### config.mk
export PLATFORM = sky130hd
export DESIGN_NAME = next_pc_select
export DESIGN_NICKNAME = d
export VERILOG_FILES = /design/src/hdl/bp_pkg.sv /design/src/hdl/next_pc_select.sv
export VERILOG_INCLUDE_DIRS = /design/src /design/src/hdl
export SDC_FILE = /design/constraint.sdc
export NUM_CORES = 1
export LEC_CHECK = 0
export BUFFER_PORTS_ARGS = -buffer_cell sky130_fd_sc_hd__buf_2
export CAP_MARGIN = 20
export CORE_MARGIN = 2
export CORE_UTILIZATION = 50
export DETAILED_ROUTE_END_ITERATION = 8
export GPL_ROUTABILITY_DRIVEN = 1
export PLACE_DENSITY = 0.86
export SLEW_MARGIN = 15
export SYNTH_ARGS = -nofsm -noshare
export SYNTH_HDL_FRONTEND = slang
export SYNTH_SLANG_ARGS = --single-unit
### constraint.sdc
create_clock -name vclk -period 2.7
set_clock_uncertainty 0.15 [all_clocks]
set_input_delay 0 -clock vclk [all_inputs]
set_output_delay 0 -clock vclk [all_outputs]
set_load 0.01 [all_outputs]
### src/hdl/bp_cfg.svh
/*
  Sizes and opcodes for the gshare predictor.
  BP_GHR_SIZE must be at least log2 of BP_PHT_SIZE, since the PHT index uses
  that many history bits. Table sizes must be powers of two.
*/
`ifndef BP_CFG_SVH
`define BP_CFG_SVH

// ==========================================================
// Widths and table sizes
// ==========================================================

// Address and instruction width
`define BP_XLEN 32

// PHT entries, 2-bit counters
`define BP_PHT_SIZE 256

// BTB entries, direct mapped
`define BP_BTB_SIZE 64

// Global history length in bits
`define BP_GHR_SIZE 8

// Counter value after reset, weakly not taken
`define BP_PHT_INIT 2'd1

// ==========================================================
// RV32 opcodes seen by predecode
// ==========================================================
`define BP_OP_BRANCH 7'b1100011
`define BP_OP_JAL 7'b1101111

`endif

### src/hdl/bp_pkg.sv
/*
  Types shared by the predictor blocks.
  Widths follow the config header.
*/
`include "bp_cfg.svh"

package bp_pkg;

  // Kind of prediction handed back to fetch
  typedef enum logic [1:0] {
    NO_SPEC = 2'd0,
    JUMP    = 2'd1,
    BRANCH  = 2'd2
  } spec_type_e;

  // One pc or target
  typedef logic [`BP_XLEN-1:0] addr_t;

  // One saturating counter, upper bit is the taken prediction
  typedef logic [1:0] pht_ctr_t;

  // ==========================================================
  // Instruction word, read as B-type or J-type
  // ==========================================================
  typedef union packed {
    // Conditional branch layout
    struct packed {
      logic       imm_12;
      logic [5:0] imm_10_5;
      logic [4:0] rs2;
      logic [4:0] rs1;
      logic [2:0] funct3;
      logic [3:0] imm_4_1;
      logic       imm_11;
      logic [6:0] opcode;
    } b_fmt;
    // JAL layout
    struct packed {
      logic       imm_20;
      logic [9:0] imm_10_1;
      logic       imm_11;
      logic [7:0] imm_19_12;
      logic [4:0] rd;
      logic [6:0] opcode;
    } j_fmt;
  } inst_u;

endpackage

### src/hdl/next_pc_select.sv
/*
  Fixed-priority choice of the predicted next pc.
  JAL wins over a branch. An invalid or stalled fetch always gets pc + 4.
*/
module next_pc_select (
  input  logic               fetch_valid_i,
  input  logic               stall_i,
  input  bp_pkg::addr_t      pc_i,
  input  logic               is_branch_i,
  input  logic               is_jal_i,
  input  bp_pkg::addr_t      offset_i,
  input  logic               pht_taken_i,
  input  logic               btb_hit_i,
  input  bp_pkg::addr_t      btb_target_i,
  output bp_pkg::addr_t      spec_pc_o,
  output logic               spec_taken_o,
  output bp_pkg::spec_type_e spec_type_o
);

  import bp_pkg::*;

  // Sequential address
  addr_t seq_pc;

  assign seq_pc = pc_i + addr_t'(4);

  // ==========================================================
  // Priority select
  // ==========================================================
  always_comb begin
    // Default, fall through
    spec_pc_o    = seq_pc;
    spec_taken_o = 1'b0;
    spec_type_o  = NO_SPEC;
    if (fetch_valid_i && !stall_i) begin
      if (is_jal_i) begin
        // Direct jump, always taken
        spec_pc_o    = pc_i + offset_i;
        spec_taken_o = 1'b1;
        spec_type_o  = JUMP;
      end else if (is_branch_i && pht_taken_i && btb_hit_i) begin
        // Needs both a taken counter and a known target
        spec_pc_o    = btb_target_i;
        spec_taken_o = 1'b1;
        spec_type_o  = BRANCH;
      end
    end
  end

  // Redirect only for a live fetch
  always_comb begin
    assert final (!spec_taken_o || (fetch_valid_i && !stall_i))
      else $error("Taken prediction without a valid unstalled fetch");
  end

endmodule

Yosys cells after proc, flatten, opt, wreduce, memory -nomap -nowiden. Index checks and enable logic that the tools add are counted.

Register bits: 0. Input bits: 102. Output and inout bits: 35. Logic and storage cells: 15.

Add/sub/neg operators: 2. Mux-type cells: 9. Reduce and logical (&&, ||, !) cells: 4.

Operators by type and width (number): $mux W32 (3); $add A32 B3 Y32 const B (1); $add A32 B32 Y32 (1); $mux W2 (3); $logic_and A1 B1 Y1 (3); $mux W1 (3); $logic_not A1 Y1 (1).

Longest topological paths before layout.
Word-level depth: 5. Depth in mapped cells: 10. Mapped depth without buffers: 10.

Least setup slack after synthesis. No wires, ideal clock.

Path kind: input port to output port. Start: in pc_i[0]. End: out spec_pc_o[26]. Arrival: 2.039 ns. Required time: 2.550 ns. Path slack: 0.511 ns. Cell stages on the path: 10. Path buffers: 0. Cells stage by stage: ha_1 fa_1 a21oi_1 o21ai_0 a21oi_2 o221ai_2 a31oi_1 o21ai_2 xnor2_1 o21ai_0.

Cells in the longest elaborated chain, start to end: 4. Elaborated cells on any way between the ends: 5. Classes of those cells: 2 x add/sub; 3 x mux.

Ends and longest elaborated chain: start, declared (line next_pc_select.sv:8) `input bp_pkg::addr_t pc_i,`; $add A32 B3 Y32 (line next_pc_select.sv:25) `assign seq_pc = pc_i + addr_t'(4);`; $mux W32 (line next_pc_select.sv:41) `end else if (is_branch_i && pht_taken_i && btb_hit_i) begin`; $mux W32 (line next_pc_select.sv:36) `if (is_jal_i) begin`; $mux W32 * (line next_pc_select.sv:35) `if (fetch_valid_i && !stall_i) begin`; end, declared (line next_pc_select.sv:15) `output bp_pkg::addr_t spec_pc_o,`.

Mark *: on every way between the ends. The rest lies on a longest branch, timed or not.

Final worst setup path.
Start: in pc_i[0]. End: out spec_pc_o[28].

Same word-level chain as after synthesis.

==> results.md <==
- P&R area growth vs syn: 28.30%
- Crit path DAT: 2350 ps
- Syn Inst Count: 417
- Average size of a mapped cell: 6.775 sq um
- Most frequent cells in the layout: 137 x buf_2, 51 x nand2_1, 32 x ha_1
- Antenna violations before repair: 0
- Max cap viols: 0
- Met2 usage: 0.5229
- Via count: 3759
- GPL Wtd Cong: 0.9188
- Core area: 5473 sq um
- Setup TNS: 0 ps
- HPWL Detailed: 7835 microns
- Critical Path Fanout Max: 5
- Row cnt: 27
- Net switching power: 0.4209 mW
- Min-delay worst type: input port to output pin
- Outcome: complete, no violations
- Grt met1 use: 0.3901
- Die area: 6268 sq um
- Die Span Y: 79.17 microns
- Critical path startpoint category: input port
- Via/cell ratio: 6.063
- Syn Nets: 552
- Global-route wire length before repair: 15470 microns
- Diode count: 0
- Kind of end point of the critical path: output pin
- Max-slew headroom: 0.6564
- Gr busiest metal: met2
- Final hold vios: 0
- FF+latch area: 0 sq um
- Hold depth: 4
- Sequential element share of the synthesized area: 0
- Worst-margin pin slew: 514.9 ps
- IO Port Bufs: 137
- Wire length per cell: 15.42 microns
- Largest net degree at the start of global routing: 34
- Seq cells: 0
- Clk pwr share: 0
- Syn Std Cell Area: 2825 sq um
- Tot Pwr: 0.7511 mW
- Unrepaired setup endpoints after global routing: no
- Yosys warns: 0
- Leak Pwr: 1.766 nW
- P_int: 0.3303 mW
- Peak Freq: 399.8 MHz
- Grt met3 use: 0.01477
- CTS hold repair buffers: 0
- Power density over the cells: 207.2 nW/um^2
- Die width: 79.17 microns
- Hold slack: 140.5 ps
- Post-synth cell types: 57
- Final net count: 685
- Period utilization: 0.9265
- Cell Count, Final, Fillers Out: 620
- Peak supply drop: 0.0001000 V
- Routed WL: 9558 microns
- Setup CP Type: input port to output pin
- Routed Antenna Nets: 0
- Io pins: 137
- # placed instances: 620
- GRT Residual Overflow: 0
- Initial Utilization: 0.5162
- Utilization after layout: 0.6623
- Sequential power share: 0
- Place WS: 163.5 ps
- Crit path time final: 2501 ps
- Comb pwr share: 1.000
- Vias in the first global route: 3486
- Drt first pass iters: 5
- Max-slew violation total from the final report: 0
- Finished Cell Area: 3625 sq um
- Most common cell after layout, fill and taps aside: buf_2
- All-Layer GR Usage: 0.2922
- Final setup viols: 0
- Drt drc: 0
- Fin worst setup slack: 198.5 ps
- Fraction of layout cells with a size suffix above 1: 0.3084
- Violation count after the first detailed-route iteration: 191
- Switch share: 0.5603
- CLK BUF: 0
- CP required: 2550 ps
- Placed inst area: 3612 sq um
synthesized netlist by cell type (5+ instances only):
cell type / number / share of area
inv_1: 11 / 0.015
xnor2_1: 31 / 0.096
nand2_1: 51 / 0.068
a21oi_1: 25 / 0.044
a31oi_1: 6 / 0.013
a21o_1: 20 / 0.053
o221ai_1: 8 / 0.025
nand4_1: 9 / 0.020
nor2b_1: 5 / 0.011
nor2_1: 32 / 0.043
nand3_1: 16 / 0.028
and4_1: 5 / 0.015
o21ai_0: 28 / 0.050
xor2_1: 21 / 0.065
o22ai_1: 5 / 0.011
a22oi_1: 15 / 0.040
nor3_1: 5 / 0.0089
clkbuf_1: 13 / 0.017
and3_1: 8 / 0.018
ha_1: 32 / 0.14
and2_1: 5 / 0.011
power by group through the flow:
stage | registers [mW] | clock network (mW) | logic [mW]
CTS | 0 | 0 | 0.738
global route | 0 | 0 | 0.819
finish | 0 | 0 | 0.751
detailed placement | 0 | 0 | 0.733
global placement | 0 | 0 | 0.720
floorplan | 0 | 0 | 0.487
layer usage:
| metal | vias to the layer above | routed length, microns |
|---|---|---|
| li1 | 1848 | - |
| met1 | 1686 | 4170 |
| met2 | 212 | 4413 |
| met3 | 13 | 834 |
| met4 | 0 | 140 |
| met5 | - | 0 |
cell type report:
type | count | area (sq um)
fillers | 516 | 1848
multi-input cells | 389 | 2733
inverters | 13 | 48.80
well taps | 72 | 90.09
repair buffers | 146 | 753.2
final timing paths:
check,to,from
setup / recovery,spec_pc_o[28],pc_i[0]
hold / removal,spec_pc_o[10],btb_target_i[10]
repair_timing:
item / CTS / global route
setup buffers: 0 / 0
resized for setup: 0 / 2
hold endpoints to repair: 0 / 0
setup endpoints to repair: 0 / 2
critical path: stages:
cell	delay, ps
buf_2	110
ha_1	230
fa_1	400
a21oi_1	230
o21ai_0	150
a21oi_2	200
buf_4	170
o31a_2	180
o21ai_2	90
a21oi_2	150
xor2_1	170
o21ai_0	100
buf_2	160
kinds of logic (layout without fill, tap and decap cells):
kind of cell	Yosys count	in the layout	synth area share
compound gates	154	154	0.3902
xor+xnor	52	52	0.1612
fa+ha+maj	33	33	0.1488
buf+inv	28	159	0.03809
mux	2	2	0.007086
simple gates	148	148	0.2547
(Power assumes the default switching activity.)
