$ cat src/hdl/bp_cfg.svh
/*
  Sizes and opcodes for the gshare predictor.
  BP_GHR_SIZE must be at least log2 of BP_PHT_SIZE, since the PHT index uses
  that many history bits. Table sizes must be powers of two.
*/
`ifndef BP_CFG_SVH
`define BP_CFG_SVH

// ==========================================================
// Widths and table sizes
// ==========================================================

// Address and instruction width
`define BP_XLEN 32

// PHT entries, 2-bit counters
`define BP_PHT_SIZE 256

// BTB entries, direct mapped
`define BP_BTB_SIZE 64

// Global history length in bits
`define BP_GHR_SIZE 8

// Counter value after reset, weakly not taken
`define BP_PHT_INIT 2'd1

// ==========================================================
// RV32 opcodes seen by predecode
// ==========================================================
`define BP_OP_BRANCH 7'b1100011
`define BP_OP_JAL 7'b1101111

`endif

$ cat src/hdl/bp_pkg.sv
/*
  Types shared by the predictor blocks.
  Widths follow the config header.
*/
`include "bp_cfg.svh"

package bp_pkg;

  // Kind of prediction handed back to fetch
  typedef enum logic [1:0] {
    NO_SPEC = 2'd0,
    JUMP    = 2'd1,
    BRANCH  = 2'd2
  } spec_type_e;

  // One pc or target
  typedef logic [`BP_XLEN-1:0] addr_t;

  // One saturating counter, upper bit is the taken prediction
  typedef logic [1:0] pht_ctr_t;

  // ==========================================================
  // Instruction word, read as B-type or J-type
  // ==========================================================
  typedef union packed {
    // Conditional branch layout
    struct packed {
      logic       imm_12;
      logic [5:0] imm_10_5;
      logic [4:0] rs2;
      logic [4:0] rs1;
      logic [2:0] funct3;
      logic [3:0] imm_4_1;
      logic       imm_11;
      logic [6:0] opcode;
    } b_fmt;
    // JAL layout
    struct packed {
      logic       imm_20;
      logic [9:0] imm_10_1;
      logic       imm_11;
      logic [7:0] imm_19_12;
      logic [4:0] rd;
      logic [6:0] opcode;
    } j_fmt;
  } inst_u;

endpackage

$ cat src/hdl/inst_predecode.sv
/*
  Predecode of the fetched word.
  Only B-type branches and JAL are recognized. JALR and compressed
  instructions are not decoded and give a zero offset.
*/
`include "bp_cfg.svh"

module inst_predecode (
  input  bp_pkg::inst_u inst_i,
  output logic          is_branch_o,
  output logic          is_jal_o,
  output bp_pkg::addr_t offset_o
);

  // Offsets of both formats, formed in parallel
  logic [`BP_XLEN-1:0] b_offset;
  logic [`BP_XLEN-1:0] j_offset;

  // ==========================================================
  // Type detection
  // ==========================================================

  // Opcode sits in the same bits for both views
  assign is_branch_o = (inst_i.b_fmt.opcode == `BP_OP_BRANCH);
  assign is_jal_o    = (inst_i.j_fmt.opcode == `BP_OP_JAL);

  // ==========================================================
  // Immediate assembly
  // ==========================================================

  // B-type, 13-bit offset, bit 0 always zero
  assign b_offset = {
    {(`BP_XLEN - 13){inst_i.b_fmt.imm_12}},
    inst_i.b_fmt.imm_12,
    inst_i.b_fmt.imm_11,
    inst_i.b_fmt.imm_10_5,
    inst_i.b_fmt.imm_4_1,
    1'b0
  };

  // J-type, 21-bit offset
  assign j_offset = {
    {(`BP_XLEN - 21){inst_i.j_fmt.imm_20}},
    inst_i.j_fmt.imm_20,
    inst_i.j_fmt.imm_19_12,
    inst_i.j_fmt.imm_11,
    inst_i.j_fmt.imm_10_1,
    1'b0
  };

  // Offset of the detected kind, zero for anything else
  always_comb begin
    offset_o = '0;
    if (is_branch_o) begin
      offset_o = b_offset;
    end else if (is_jal_o) begin
      offset_o = j_offset;
    end
  end

  // Distinct opcodes in the config header keep the two kinds exclusive
  always_comb begin
    assert final (!(is_branch_o && is_jal_o))
      else $error("Word decoded as branch and JAL at once");
  end

endmodule

$ cat config.mk
export PLATFORM = sky130hd
export DESIGN_NAME = inst_predecode
export DESIGN_NICKNAME = d
export VERILOG_FILES = /design/src/hdl/bp_pkg.sv /design/src/hdl/inst_predecode.sv
export VERILOG_INCLUDE_DIRS = /design/src /design/src/hdl
export SDC_FILE = /design/constraint.sdc
export NUM_CORES = 1
export LEC_CHECK = 0
export ABC_AREA = 1
export BUFFER_PORTS_ARGS = -buffer_cell sky130_fd_sc_hd__buf_2
export CAP_MARGIN = 20
export CORE_MARGIN = 5
export CORE_UTILIZATION = 26
export DETAILED_ROUTE_END_ITERATION = 10
export PLACE_DENSITY = 0.75
export SLEW_MARGIN = 20
export SYNTH_ARGS = -nofsm -noshare
export SYNTH_HDL_FRONTEND = slang
export SYNTH_SLANG_ARGS = --single-unit
$ cat constraint.sdc
create_clock -name vclk -period 0.9
set_input_delay 0 -clock vclk [all_inputs]
set_output_delay 0 -clock vclk [all_outputs]
set_load 0.005 [all_outputs]
Word level (Yosys, flattened, before mapping):

Index checks and enable logic that the tools add are counted.

* flip-flop bits (word level): 0
* bits of input ports: 32
* output and inout bits: 34

* eq/ne operators: 2
* mux-type cells: 2

Operator list (number)
* $mux 32: 2
* $eq 7x7->1 const B: 2

Depth between registers and ports, before layout:

* word-level depth: 3
* gate-level depth with buffers: 8
* mapped depth without buffers: 6

Worst setup path before layout:

No wires, ideal clock.

* path kind: input-to-output
* from: input inst_i[4] (netlist bit)
* to: output offset_o[21]
* arrival time: 0.882 ns
* data required time: 0.900 ns
* path slack: 0.018 ns
* cell stages on the path: 7
* path buffers: 2
* path through: inv_1 nand3_2 nor2_4 buf_6 nand2_1 nand2_1 buf_4

* cells in the longest elaborated chain, start to end: 3

Ends and longest elaborated chain
* from (decl): RTL line inst_predecode.sv:9 `input bp_pkg::inst_u inst_i,`
* $eq 7x7->1 (no source line)
* $mux 32: RTL line inst_predecode.sv:56 `end else if (is_jal_o) begin`
* $mux 32 *: RTL line inst_predecode.sv:54 `if (is_branch_o) begin`
* to (decl): RTL line inst_predecode.sv:12 `output bp_pkg::addr_t offset_o`

Every way passes the cells marked *; elsewhere a longest branch is shown, timed or not.

Worst setup path in the final report:

* from: input inst_i[2] (netlist bit)
* to: output offset_o[12]

The elaborated chain is that of the path after synthesis.

==> results.py <==
metrics = {
    "routing": {
        "drt_iter0_drc": 1,
        "drcViolationCount": 0,
        "met2_length_um": 857,
        "ant_nets": 0,
        "vias": 646,
        "highest_layer": "met3",
        "via_per_inst": 4.278,
        "wl_per_cell_um": 10.03,
        "wl_mm": 1.514,
        "wl_met3_um": 191,
        "drt-met1-wl_um": 466,
        "dr.pass1.iters": 2,
    },
    "placement": {
        "port_buffers": 65,
        "hpwl_mm": 1.373,
        "place.gp.congestion": 0.7225,
        "pre_cts_slack_ns": -0.002665,
    },
    "yosys": {
        "yosysTopAreaCellShare_pct": 51.89,
        "synth_top_area_cell": "nand2_1",
        "syn_inst": 80,
        "synth_cell_types": 10,
        "ys_seq_area_share_pct": 0,
        "netlist_area_um2": 397.9,
        "syn_nets": 112,
        "yosysWarnings": 0,
        "synth_area_leaders": "nand2_1, buf_4, buf_6, nor2_4, inv_1",
        "syn_area_per_cell_um2": 4.974,
    },
    "floorplanning": {
        "io_pins": 66,
        "die_h_um": 49.12,
        "die_area_mm2": 0.002413,
        "core_area_mm2": 0.001471,
        "row_count": 14,
        "initial_core_util_pct": 27.04,
        "fp.dieW_um": 49.12,
    },
    "pwr": {
        "switchingPower_w": 0.00004971,
        "ir_worst_vdd_v": 0.00007254,
        "power.internal_w": 0.00006519,
        "swShare_pct": 43.27,
        "p_leak_nw": 0.5426,
        "clkPwrFrac_pct": 0,
        "p_per_area_mw_per_mm2": 169.1,
        "combPwrFrac_pct": 100.0,
        "seq_power_share_pct": 0,
    },
    "cells_and_area": {
        "final_cell_mix": "buf_2, nand2_1, inv_1, nor2_4, buf_4",
        "syn_to_final_growth_pct": 70.75,
        "regArea_um2": 0,
        "layout_commonest_cell": "buf_2",
        "final_nets": 169,
        "diodes": 0,
        "clock_buffers": 0,
        "flops_and_latches": 0,
        "drive_gt1_share_pct": 57.04,
    },
    "timing": {
        "fin_ws_ns": 0.06077,
        "fin_crit_sh_pct": 93.25,
        "whs_ns": 0.2571,
        "final_max_slew_viol_count": 0,
        "rsz0062_at_grt": "yes",
        "hold_violations": 0,
        "fin_crit_ns": 0.8392,
        "setup_violations": 0,
        "fmax_mhz": 1192,
    },
    "global_route": {
        "overflow": 0,
        "antenna_found_initial": 0,
        "grt_pass1_vias": 623,
        "grt_pass1_wl_mm": 2.366,
        "grt_max_degree": 13,
        "grtUsageTotal_pct": 10.99,
    },
    "setup_path": {
        "path_cells": "buf_2 > nor2_4 > nand2_2 > nor2_4 > nand2_2 > buf_6 > nand2_1 > buf_2",
        "endpoint": "offset_o[12]",
        "critPathKind": "primary input to primary output",
        "crit_buf_inv": 3,
        "cp_max_fo": 8,
        "path_depth": 8,
        "worstSetupEndpointType": "primary output",
        "worstPathArrival_ns": 0.84,
        "critPathRequiredTime_ns": 0.90,
        "slowest_delay_ns": 0.14,
        "startpoint": "inst_i[2]",
        "cpMaxStageDelayCell": "buf_6",
        "critical-path-top-delay-family": "simple AND/OR/NAND/NOR gates",
        "startpoint_type": "primary input",
    },
    "run": {
        "cap_violations": 0,
    },
    "outcome": {
        "status": "complete, no violations",
    },
    "clocking": {
        "holdBufCountCts": 0,
    },
    "min_path": {
        "holdPathStages": 4,
        "hold_path_class": "primary input to primary output",
    },
}
## worst min path at each step
stage,from,to,slack [ns]
final,inst_i[19],offset_o[19],0.26
after detailed placement,inst_i[19],offset_o[19],0.26
after CTS,inst_i[19],offset_o[19],0.26
after global routing,inst_i[24],offset_o[4],0.28
after floorplan,inst_i[30],offset_o[10],0.09
after global placement,inst_i[21],offset_o[1],0.25
## per-stage QoR
stage	std cells	utilization, %	total power, W	area [µm²]	TNS (ns)
global route	151	46.17	0.0001294	679.4	-0.03724
finish	151	46.17	0.0001149	679.4	0
CTS	151	44.64	0.0001121	656.9	0
detailed placement	151	44.64	0.0001116	656.9	-0.002865
global placement	151	44.64	0.0001071	656.9	0
floorplan	80	-	0.00003338	397.9	0
## metal layers
metal	up-vias	track usage [%]
met2	37	24.25
met4	0	0
met5	-	0
met1	276	9.601
li1	333	-
met3	0	3.364
## timing repair
action | in CTS | in global routing
setup endpoints to repair | 0 | 17
setup buffers | 0 | 0
gates resized for setup | 0 | 6
endpoints found under the hold margin | 0 | 0
## cells in the mapped netlist (all sizes together)
library cell and n:
conb 1, buf 15, nand3 1, inv 3, nand2 56, nor2 3
a21boi 1
## power by group through the flow
stage                     clock (W)  combinational [W]  sequential [W]
after floorplan                   0          0.0000334               0
after global placement            0           0.000107               0
after detailed placement          0           0.000112               0
after CTS                         0           0.000112               0
after global routing              0           0.000129               0
final                             0           0.000115               0
## cells by family (layout without fill, tap and decap cells)
kind of cell           count (synthesis)  after routing  share of synthesized area (%)
AOI/OAI and AO/OA                      1              1                          1.887
other                                  1              1                         0.9425
buffers and inverters                 18             73                          33.96
and+or+nand+nor                       60             60                          63.21
## cell type report
class	count	area [µm²]
timing repair buffer	70	370.4
tap	16	20.02
multi-input combinational	62	277.8
fill	172	792.0
inverter	3	11.26
No activity file was read; power rests on OpenSTA's default activity.
